$ cat config.mk
export PLATFORM = sky130hd
export DESIGN_NAME = uart_bridge_top
export DESIGN_NICKNAME = d
export VERILOG_FILES = /design/src/source/uart_pkg.sv /design/src/source/apb_cmd_regs.sv /design/src/source/cmd_framer.sv /design/src/source/uart_tx.sv /design/src/source/uart_rx.sv /design/src/source/uart_bridge_top.sv
export SDC_FILE = /design/constraint.sdc
export NUM_CORES = 1
export LEC_CHECK = 0
export BUFFER_PORTS_ARGS = -buffer_cell sky130_fd_sc_hd__buf_2
export CAP_MARGIN = 20
export CORE_MARGIN = 1
export CORE_UTILIZATION = 50
export DETAILED_ROUTE_END_ITERATION = 12
export MAX_ROUTING_LAYER = met4
export PLACE_DENSITY = 0.72
export SKIP_CTS_REPAIR_TIMING = 1
export SYNTH_ARGS = -nofsm -noshare
export SYNTH_HDL_FRONTEND = slang
export SYNTH_SLANG_ARGS = --single-unit
$ cat constraint.sdc
create_clock -name clk -period 3.3 [get_ports clk]
set_input_delay 0.33 -clock clk [delete_from_list [all_inputs] [get_ports clk]]
set_output_delay 0.33 -clock clk [all_outputs]
set_load 0.02 [all_outputs]
$ cat src/source/uart_pkg.sv
`default_nettype none

package uart_pkg;

  // serial timing
  localparam int bit_cycles = 16;
  localparam int bit_cnt_w  = 5;
  localparam int frame_bits = 11;

  // command layout
  localparam int cmd_width = 16;
  localparam int rw_bit    = 15;

  // apb register offsets
  typedef enum logic [3:0] {
    reg_cmd     = 4'h0,
    reg_status  = 4'h4,
    reg_rx_data = 4'h8
  } reg_addr_e;

  // status register bits
  localparam int st_busy       = 0;
  localparam int st_rx_valid   = 1;
  localparam int st_parity_err = 2;

  typedef enum logic {
    tx_idle,
    tx_shift
  } tx_state_e;

  typedef enum logic [2:0] {
    rx_idle,
    rx_start,
    rx_data,
    rx_parity,
    rx_stop
  } rx_state_e;

  typedef enum logic [1:0] {
    fr_idle,
    fr_high,
    fr_low
  } framer_state_e;

endpackage

`default_nettype wire

$ cat src/source/apb_cmd_regs.sv
`timescale 1ns/1ns
`default_nettype none

module apb_cmd_regs
  import uart_pkg::*;
(
  input  logic                 clk,
  input  logic                 rst_n,
  input  logic [3:0]           paddr,
  input  logic                 psel,
  input  logic                 penable,
  input  logic                 pwrite,
  input  logic [31:0]          pwdata,
  output logic [31:0]          prdata,
  output logic                 pready,
  output logic                 pslverr,
  output logic                 cmd_valid,
  output logic [cmd_width-1:0] cmd_data,
  input  logic                 cmd_ready,
  input  logic                 rx_byte_valid,
  input  logic [7:0]           rx_byte,
  input  logic                 rx_parity_ok
);

  reg_addr_e   addr;
  logic        access;
  logic        cmd_wr;
  logic        cmd_take;
  logic        rx_rd;
  logic        busy;
  logic        rx_valid;
  logic        parity_err;
  logic [7:0]  rx_data_q;
  logic [31:0] status;

  assign addr   = reg_addr_e'(paddr);
  assign access = psel & penable;

  // zero-wait slave
  assign pready = access;

  // a command still waiting for the framer counts as busy too
  assign busy     = ~cmd_ready | cmd_valid;
  assign cmd_wr   = access & pwrite & (addr == reg_cmd);
  assign cmd_take = cmd_wr & ~busy;
  assign pslverr  = cmd_wr & busy;
  assign rx_rd    = access & ~pwrite & (addr == reg_rx_data);

  always_ff @(posedge clk or negedge rst_n) begin
    if (!rst_n) begin
      cmd_valid <= 1'b0;
    end else if (cmd_take) begin
      cmd_valid <= 1'b1;
    end else if (cmd_ready) begin
      cmd_valid <= 1'b0;
    end
  end

  always_ff @(posedge clk) begin
    if (cmd_take) begin
      cmd_data <= pwdata[cmd_width-1:0];
    end
  end

  // new byte wins over a read in the same cycle
  always_ff @(posedge clk or negedge rst_n) begin
    if (!rst_n) begin
      rx_valid   <= 1'b0;
      parity_err <= 1'b0;
      rx_data_q  <= 8'h00;
    end else if (rx_byte_valid) begin
      rx_valid   <= 1'b1;
      parity_err <= ~rx_parity_ok;
      rx_data_q  <= rx_byte;
    end else if (rx_rd) begin
      rx_valid   <= 1'b0;
      parity_err <= 1'b0;
    end
  end

  always_comb begin
    status                = '0;
    status[st_busy]       = busy;
    status[st_rx_valid]   = rx_valid;
    status[st_parity_err] = parity_err;
  end

  // read mux, unknown offsets give zero
  always_comb begin
    case (addr)
      reg_status:  prdata = status;
      reg_rx_data: prdata = {24'h000000, rx_data_q};
      default:     prdata = '0;
    endcase
  end

endmodule

`default_nettype wire

$ cat src/source/cmd_framer.sv
`timescale 1ns/1ns
`default_nettype none

module cmd_framer
  import uart_pkg::*;
(
  input  logic                 clk,
  input  logic                 rst_n,
  input  logic                 cmd_valid,
  input  logic [cmd_width-1:0] cmd_data,
  output logic                 cmd_ready,
  output logic                 byte_valid,
  output logic [7:0]           byte_data,
  input  logic                 byte_ready
);

  framer_state_e        state;
  logic [cmd_width-1:0] cmd_q;
  logic                 cmd_fire;
  logic                 byte_fire;

  // only take a command once the transmitter is free as well
  assign cmd_ready = (state == fr_idle) & byte_ready;
  assign cmd_fire  = cmd_valid & cmd_ready;
  assign byte_fire = byte_valid & byte_ready;

  always_ff @(posedge clk) begin
    if (cmd_fire) begin
      cmd_q <= cmd_data;
    end
  end

  always_ff @(posedge clk or negedge rst_n) begin
    if (!rst_n) begin
      state <= fr_idle;
    end else begin
      case (state)
        fr_idle: begin
          if (cmd_fire) begin
            state <= fr_high;
          end
        end
        fr_high: begin
          // reads stop after the address byte
          if (byte_fire) begin
            state <= cmd_q[rw_bit] ? fr_low : fr_idle;
          end
        end
        fr_low: begin
          if (byte_fire) begin
            state <= fr_idle;
          end
        end
        default: state <= fr_idle;
      endcase
    end
  end

  assign byte_valid = (state != fr_idle);

  always_comb begin
    if (state == fr_low) begin
      byte_data = cmd_q[7:0];
    end else begin
      byte_data = cmd_q[15:8];
    end
  end

endmodule

`default_nettype wire

$ cat src/source/uart_tx.sv
`timescale 1ns/1ns
`default_nettype none

module uart_tx
  import uart_pkg::*;
(
  input  logic       clk,
  input  logic       rst_n,
  input  logic       byte_valid,
  input  logic [7:0] byte_data,
  output logic       byte_ready,
  output logic       tx
);

  tx_state_e                 state;
  logic [frame_bits-1:0]     frame_q;
  logic [bit_cnt_w-1:0]      bit_cnt;
  logic [3:0]                bit_idx;
  logic                      bit_end;
  logic                      last_bit;

  assign byte_ready = (state == tx_idle);
  assign bit_end    = (bit_cnt == bit_cnt_w'(bit_cycles - 1));
  assign last_bit   = (bit_idx == 4'(frame_bits - 1));

  // line follows bit 0 of the frame, all ones when idle
  assign tx = frame_q[0];

  always_ff @(posedge clk or negedge rst_n) begin
    if (!rst_n) begin
      state   <= tx_idle;
      frame_q <= '1;
      bit_cnt <= '0;
      bit_idx <= '0;
    end else begin
      case (state)
        tx_idle: begin
          if (byte_valid) begin
            // stop, odd parity, data, start
            frame_q <= {1'b1, ~^byte_data, byte_data, 1'b0};
            bit_cnt <= '0;
            bit_idx <= '0;
            state   <= tx_shift;
          end
        end
        tx_shift: begin
          if (bit_end) begin
            bit_cnt <= '0;
            if (last_bit) begin
              state <= tx_idle;
            end else begin
              frame_q <= {1'b1, frame_q[frame_bits-1:1]};
              bit_idx <= bit_idx + 4'd1;
            end
          end else begin
            bit_cnt <= bit_cnt + 1'b1;
          end
        end
        default: state <= tx_idle;
      endcase
    end
  end

endmodule

`default_nettype wire

$ cat src/source/uart_rx.sv
`timescale 1ns/1ns
`default_nettype none

module uart_rx
  import uart_pkg::*;
(
  input  logic       clk,
  input  logic       rst_n,
  input  logic       rx,
  output logic       rx_byte_valid,
  output logic [7:0] rx_byte,
  output logic       rx_parity_ok
);

  rx_state_e            state;
  logic                 rx_s1;
  logic                 rx_s2;
  logic                 rx_prev;
  logic                 fall;
  logic [bit_cnt_w-1:0] bit_cnt;
  logic [2:0]           bit_idx;
  logic                 parity_q;
  logic                 half_bit;
  logic                 full_bit;

  // two-flop synchronizer plus one stage for edge detect
  always_ff @(posedge clk or negedge rst_n) begin
    if (!rst_n) begin
      rx_s1   <= 1'b1;
      rx_s2   <= 1'b1;
      rx_prev <= 1'b1;
    end else begin
      rx_s1   <= rx;
      rx_s2   <= rx_s1;
      rx_prev <= rx_s2;
    end
  end

  assign fall     = rx_prev & ~rx_s2;
  assign half_bit = (bit_cnt == bit_cnt_w'(bit_cycles / 2 - 1));
  assign full_bit = (bit_cnt == bit_cnt_w'(bit_cycles - 1));

  always_ff @(posedge clk or negedge rst_n) begin
    if (!rst_n) begin
      state         <= rx_idle;
      bit_cnt       <= '0;
      bit_idx       <= '0;
      rx_byte_valid <= 1'b0;
    end else begin
      rx_byte_valid <= 1'b0;
      bit_cnt       <= bit_cnt + 1'b1;
      case (state)
        rx_idle: begin
          bit_cnt <= '0;
          if (fall) begin
            state <= rx_start;
          end
        end
        rx_start: begin
          // glitch shorter than half a bit is dropped
          if (half_bit) begin
            bit_cnt <= '0;
            bit_idx <= '0;
            state   <= rx_s2 ? rx_idle : rx_data;
          end
        end
        rx_data: begin
          if (full_bit) begin
            bit_cnt <= '0;
            bit_idx <= bit_idx + 3'd1;
            if (bit_idx == 3'd7) begin
              state <= rx_parity;
            end
          end
        end
        rx_parity: begin
          if (full_bit) begin
            bit_cnt <= '0;
            state   <= rx_stop;
          end
        end
        rx_stop: begin
          // stop level itself is not checked
          if (full_bit) begin
            rx_byte_valid <= 1'b1;
            state         <= rx_idle;
          end
        end
        default: state <= rx_idle;
      endcase
    end
  end

  // data and parity capture
  always_ff @(posedge clk) begin
    if (state == rx_data && full_bit) begin
      rx_byte <= {rx_s2, rx_byte[7:1]};
    end
    if (state == rx_parity && full_bit) begin
      parity_q <= rx_s2;
    end
    if (state == rx_stop && full_bit) begin
      rx_parity_ok <= ^{rx_byte, parity_q};
    end
  end

endmodule

`default_nettype wire

$ cat src/source/uart_bridge_top.sv
`timescale 1ns/1ns
`default_nettype none

module uart_bridge_top
  import uart_pkg::*;
(
  input  logic        clk,
  input  logic        rst_n,
  input  logic [3:0]  paddr,
  input  logic        psel,
  input  logic        penable,
  input  logic        pwrite,
  input  logic [31:0] pwdata,
  output logic [31:0] prdata,
  output logic        pready,
  output logic        pslverr,
  input  logic        rx,
  output logic        tx
);

  logic                 cmd_valid;
  logic                 cmd_ready;
  logic [cmd_width-1:0] cmd_data;
  logic                 byte_valid;
  logic                 byte_ready;
  logic [7:0]           byte_data;
  logic                 rx_byte_valid;
  logic [7:0]           rx_byte;
  logic                 rx_parity_ok;

  apb_cmd_regs apb_cmd_regs_i (
    .clk           (clk),
    .rst_n         (rst_n),
    .paddr         (paddr),
    .psel          (psel),
    .penable       (penable),
    .pwrite        (pwrite),
    .pwdata        (pwdata),
    .prdata        (prdata),
    .pready        (pready),
    .pslverr       (pslverr),
    .cmd_valid     (cmd_valid),
    .cmd_data      (cmd_data),
    .cmd_ready     (cmd_ready),
    .rx_byte_valid (rx_byte_valid),
    .rx_byte       (rx_byte),
    .rx_parity_ok  (rx_parity_ok)
  );

  cmd_framer cmd_framer_i (
    .clk        (clk),
    .rst_n      (rst_n),
    .cmd_valid  (cmd_valid),
    .cmd_data   (cmd_data),
    .cmd_ready  (cmd_ready),
    .byte_valid (byte_valid),
    .byte_data  (byte_data),
    .byte_ready (byte_ready)
  );

  uart_tx uart_tx_i (
    .clk        (clk),
    .rst_n      (rst_n),
    .byte_valid (byte_valid),
    .byte_data  (byte_data),
    .byte_ready (byte_ready),
    .tx         (tx)
  );

  // answers come back on rx
  uart_rx uart_rx_i (
    .clk           (clk),
    .rst_n         (rst_n),
    .rx            (rx),
    .rx_byte_valid (rx_byte_valid),
    .rx_byte       (rx_byte),
    .rx_parity_ok  (rx_parity_ok)
  );

endmodule

`default_nettype wire

==> flow_summary.ini, run 1 <==
[final_layout]
drive_gt1_share_pct = 23.56
syn2layout_area_growth_pct = 10.09
n_antenna_cell = 0
most-common-layout-cells = edfxtp_1 (42), nor2_1 (40), buf_2 (36)
layout_commonest_cell = edfxtp_1
design.final.nets = 410

[synth]
synth_edf_count = 42
synthArstFlopShare_pct = 53.33
synth_area_leader_cell = edfxtp_1
synthCells = 320
ys_ff_latch = 90
syn_avg_cell_area_um2 = 12.44
yosys.area.top_type_share_pct = 31.69
yosysUniqueCellTypes = 40
synth_ff_type = edfxtp_1
synthesis.area_um2 = 3980
yosysSeqAreaShare_pct = 62.28
ys.warnings.count = 0
synthTopCellsByArea = edfxtp_1 (32%), dfrtp_1 (22%), dfstp_2 (8.6%)

[clocking]
cts_buffers = 9
path_clk_slew_ns = 0.09
clockBufferDepth = 2
cts_tree = built
clock_sinks = 90
cts_htree_levels = 3
ctsRootBufferMaster = clkbuf_8
clk_latency_ns = 0.37

[timing]
max_slew_margin_pct = 44.08
fmax_ghz = 0.3789
setup_tns_ns = 0
finalHoldViolations = 0
min_period_over_period_pct = 79.97
worst_pin_slew_ns = 0.8357
final_max_slew_viol_count = 0
setup_viol = 0
finalCriticalPeriod_ns = 2.639
finClkSkew_ns = 0.01024
rsz0062_at_grt = no

[critical_path]
slowest_stage = dfrtp_1
endpoint_kind = primary output
cp_max_fo = 14
path_cells = inv_1, nand2_1, o21ai_0, a211oi_1, buf_2
required_ns = 2.97
slowest_delay_ns = 0.66
worstPathArrival_ns = 2.31
start_kind = register
setup.worst_path.class = reg2out

[grt]
grt_max_degree = 49
antenna_found_initial = 0
grt_usage_pct = 16.78
grt_pass1_wl_um = 10200
grt_pass1_vias = 2103
gr-total-overflow = 0

[placement]
gp_congestion = 0.7996
dp_hpwl_um = 4097
io_buffers = 36

[floorplanning]
dieArea_um2 = 8321
start_util_pct = 51.51
die_y_um = 91.22
ios = 77
coreArea_um2 = 7727
die_w_um = 91.22
rows = 32

[pwr]
max-vdd-ir-drop_v = 0.0003372
clockPowerShare_pct = 27.3
p_sw_uw = 786.1
p_leak_uw = 0.001845
p_int_uw = 1849
p_per_area_nw_per_um2 = 601.3
seq_power_share_pct = 55.9
total_power_uw = 2635
switching_share_pct = 29.84
comb_power_share_pct = 16.8

[detailed_routing]
vias = 2329
wl_per_cell_um = 13.11
dr.pass1.iters = 4
ant_nets = 0
via_per_inst = 4.987
drt_iter0_drc = 198
drc = 0
wirelength_um = 6124

[run]
maxCapViolCount = 0

[min_path]
holdCritPathClass = in2reg

[outcome]
status = finished clean
critical path, delay by kind of cell (launching register included):
kind,cells,cell delay [ns]
compound gates,2,0.42
simple gates,1,0.25
flops,1,0.66
buf+inv,2,0.62
area by class of cell:
| class | instances | area (um2) |
|---|---|---|
| clock buffer | 9 | 123.9 |
| clock inverter | 7 | 67.56 |
| fill | 648 | 3346 |
| inverter | 7 | 26.28 |
| multi-input combinational | 213 | 1340 |
| sequential | 90 | 2479 |
| tap | 102 | 127.6 |
| timing repair buffer | 39 | 217.7 |
power groups by stage:
| stage | Combinational (uW) | Sequential [uW] | Clock (uW) |
|---|---|---|---|
| after floorplan | 392 | 1460 | 0 |
| after global placement | 421 | 1490 | 0 |
| after detailed placement | 440 | 1500 | 0 |
| after CTS | 444 | 1470 | 739 |
| after global routing | 508 | 1500 | 788 |
| final | 442 | 1470 | 720 |
per-stage QoR:
stage               worst slack [ns]  cell area (um2)  hold slack, ns  util, %  cells
finish                        0.6609             4382         0.05447    56.70    467
detailed placement             1.066             4160          0.3475    53.84    449
CTS                           0.6739             4352         0.03534    56.31    465
global route                  0.5086             4382         0.03345    56.70    467
floorplan                     0.8144             4066         0.03441        -    343
global placement               1.120             4160          0.3455    53.84    449
cells by family after synthesis:
kind of cell,count (synthesis),synth area share [%]
adders and majority gates,8,2.515
DFF,90,62.28
other,1,0.09422
AOI/OAI and AO/OA,45,8.079
xor gates and xnor gates,28,6.161
muxes,11,3.049
buffers and inverters,40,6.350
and+or+nand+nor,97,11.47
flip-flops by register name (all words and copies together) (netlist names):
register	cells
apb_cmd_regs_i.cmd_data	16
apb_cmd_regs_i.cmd_valid	1
apb_cmd_regs_i.parity_err	1
apb_cmd_regs_i.rx_data_q	8
apb_cmd_regs_i.rx_valid	1
cmd_framer_i.cmd_q	16
cmd_framer_i.state	2
uart_rx_i.bit_cnt	5
uart_rx_i.bit_idx	3
uart_rx_i.parity_q	1
uart_rx_i.rx_byte	8
uart_rx_i.rx_byte_valid	1
uart_rx_i.rx_parity_ok	1
uart_rx_i.rx_prev	1
uart_rx_i.rx_s1	1
uart_rx_i.rx_s2	1
uart_rx_i.state	3
uart_tx_i.bit_cnt	5
uart_tx_i.bit_idx	4
uart_tx_i.frame_q	10
uart_tx_i.state	1
worst paths after layout:
check	from	to	slack [ns]	cells after the start
min in group asynchronous	rst_n	apb_cmd_regs_i.parity_err$_DFFE_PN0P_	0.37	2
max in group asynchronous	rst_n	uart_tx_i.frame_q[7]$_DFFE_PN1P_	2.38	3
worst min register to register	uart_rx_i.rx_s1$_DFF_PN1_	uart_rx_i.rx_s2$_DFF_PN1_	0.36	0
worst max-delay path	uart_tx_i.state$_DFF_PN0_	prdata[0]	0.66	5
worst max register to register	uart_tx_i.state$_DFF_PN0_	cmd_framer_i.cmd_q[9]$_DFFE_PP_	1.07	2
worst min-delay path	rx	uart_rx_i.rx_s1$_DFF_PN1_	0.05	1
metal layers:
layer,GRT usage (%),share of wire [%],up-vias
met2,24.43,48,58
li1,-,-,1152
met5,-,0,-
met1,22.07,46,1108
met3,3.015,4.3,11
met4,10.05,2.2,0
cell usage after synthesis (all sizes together) (6+ instances only):
| cell type | count |
|---|---|
| nand3 | 7 |
| o21ai | 11 |
| xnor2 | 22 |
| ha | 8 |
| xor2 | 6 |
| dfrtp | 35 |
| nor2 | 40 |
| o22ai | 9 |
| dfstp | 13 |
| inv | 7 |
| clkbuf | 6 |
| edfxtp | 42 |
| mux2 | 9 |
| and3 | 6 |
| a21oi | 6 |
| a211oi | 9 |
| nor3 | 8 |
| nand2 | 23 |
| buf | 27 |
Power figures use the tool's default switching activity.
==> run 2: changes to the inputs <==
Settings changed: PLACE_DENSITY 0.72 to 0.75.
Clock period 3.3 ns to 2.32 ns, I/O delays scaled along.
==> run 2 against run 1 <==
- the run now ends with hold timing left
- worst setup slack worse by 0.41 ns
- wire length down 2.1%
- non-clock buffer count up 7
- hold slack worse by 0.063 ns
- first-iteration DRC count down 27%
- sequential share of layout area down 0.72 points
- critical path depth unchanged
- combinational power up 43%
- power up 45%
- final cell count up 1.5%
- utilization up 0.73 points
- die area unchanged
- critical endpoint unchanged
- largest cell class unchanged
- largest power group unchanged
==> flow_summary.ini, run 2 (synthesis gave the netlist of run 1 again) <==
[final_layout]
final_util_pct = 57.43
reg_top3 = apb_cmd_regs_i.cmd_data (16), cmd_framer_i.cmd_q (16), uart_tx_i.frame_q (10)
finalInstanceArea_um2 = 4438
syn2layout_area_growth_pct = 11.51
most-common-layout-cells = edfxtp_1 (42), nor2_1 (40), buf_2 (36)
layout_commonest_cell = edfxtp_1
drive_gt1_share_pct = 25.00
n_antenna_cell = 0
design.final.nets = 417

[critical_path]
cp_max_fo = 13
r2r_cells = 4
required_ns = 2.09
r2r_start = uart_tx_i.state$_DFF_PN0_
slowest_delay_ns = 0.67
cp_num_buf_inv = 2
rrSetupSlack_ns = 0.53
setup.worst_path.class = reg2out
start_kind = register
path_cells = inv_1, nand2_1, o21ai_0, a211oi_1, buf_2
slowest_stage = dfrtp_1
cp_top_family = flip-flops
endpoint_kind = primary output
reg2reg_to = uart_tx_i.bit_idx[1]$_DFFE_PN0P_
worstPathArrival_ns = 1.84
startpoint = uart_tx_i.state$_DFF_PN0_

[pwr]
total_power_uw = 3817
p_leak_uw = 0.001884
max-vdd-ir-drop_v = 0.0005398
p_per_area_nw_per_um2 = 860.1

[timing]
min_period_over_period_pct = 89.15
setup_ws_ns = 0.2518
setup_viol = 0
final_max_slew_viol_count = 0
finalCriticalPeriod_ns = 2.068
setup_tns_ns = 0
finalHoldViolations = 4
worst_pin_slew_ns = 0.9307
fmax_ghz = 0.4835
finClkSkew_ns = 0.008762
max_slew_margin_pct = 37.95
rsz0062_at_grt = no
whs_ns = -0.008160

[outcome]
violations = hold timing
status = finished, violations left

[floorplanning]
start_util_pct = 51.51
dieArea_um2 = 8321
die_y_um = 91.22
coreArea_um2 = 7727
die_w_um = 91.22
rows = 32
ios = 77

[clocking]
clockBufferDepth = 2
ctsRootBufferMaster = clkbuf_8
clock_sinks = 90
cts_tree = built
path_clk_slew_ns = 0.09
cts_buffers = 9
cts_htree_levels = 3
clk_latency_ns = 0.36

[grt]
grt_pass1_vias = 2185
antenna_found_initial = 0
grt_usage_pct = 16.76
grt_pass1_wl_um = 10420
gr-total-overflow = 0
grt_max_degree = 42

[detailed_routing]
wl_per_cell_um = 12.65
dr.pass1.iters = 4
drt_iter0_drc = 144
drc = 0
wirelength_um = 5994
vias = 2367
via_per_inst = 4.994
ant_nets = 0

[placement]
dp_slack_ns = 0.5416
dp_hpwl_um = 4066
io_buffers = 36
dpl_cell_area_um2 = 4220
gp_congestion = 0.8130

[run]
maxCapViolCount = 0

[min_path]
holdCritPathClass = in2async
==> run 2: changes by cell type in the layout (fill, tap and decap cells not counted), sizes merged <==
cell | before | now
buf | 38 | 45
bufinv | 0 | 1
inv | 11 | 10
==> run 2: power breakdown <==
part / internal (uW) / switching (uW) / total, uW
registers: 1930 / 168 / 2100
logic: 288 / 342 / 630
clock network: 516 / 575 / 1090
total: 2730 / 1090 / 3820
==> run 2: final cells by class <==
cell class / count / area [um2]
clock buffers: 9 / 123.9
flip-flops and latches: 90 / 2479
inverters: 7 / 26.28
repair buffers: 46 / 257.7
multi-input cells: 213 / 1340
fillers: 646 / 3289
clock inverters: 7 / 83.83
well taps: 102 / 127.6
==> run 2: worst max path at each step <==
stage / end / slack (ns) / cells past startpoint
2_1_floorplan: uart_rx_i.rx_byte[0]$_DFFE_PP_ / 0.38 / 7
6_report: prdata[0] / 0.25 / 5
5_1_grt: prdata[0] / 0.06 / 5
4_1_cts: prdata[0] / 0.22 / 5
3_5_place_dp: uart_tx_i.bit_idx[1]$_DFFE_PN0P_ / 0.54 / 4
3_3_place_gp: uart_tx_i.bit_idx[1]$_DFFE_PN0P_ / 0.54 / 4
==> run 2: worst register-to-register path, stage by stage (launching register included) <==
cell and delay (ns):
dfrtp_1 0.57, and4b_1 0.32, a211oi_4 0.20, buf_4 0.25, mux2_2 0.36
==> run 2: per-layer routing <==
metal | GRT usage (%) | part of all wire [%]
met5 | - | 0
met4 | 7.011 | 1.8
met3 | 4.104 | 3.1
met2 | 25.06 | 45
met1 | 22.00 | 50
==> run 2: metrics by stage <==
step	hold WS, ns	cells
finish	-0.008160	474
global route	0.01136	474
floorplan	-0.06359	343
global placement	0.3380	457
CTS	-0.05491	473
detailed placement	0.3382	457
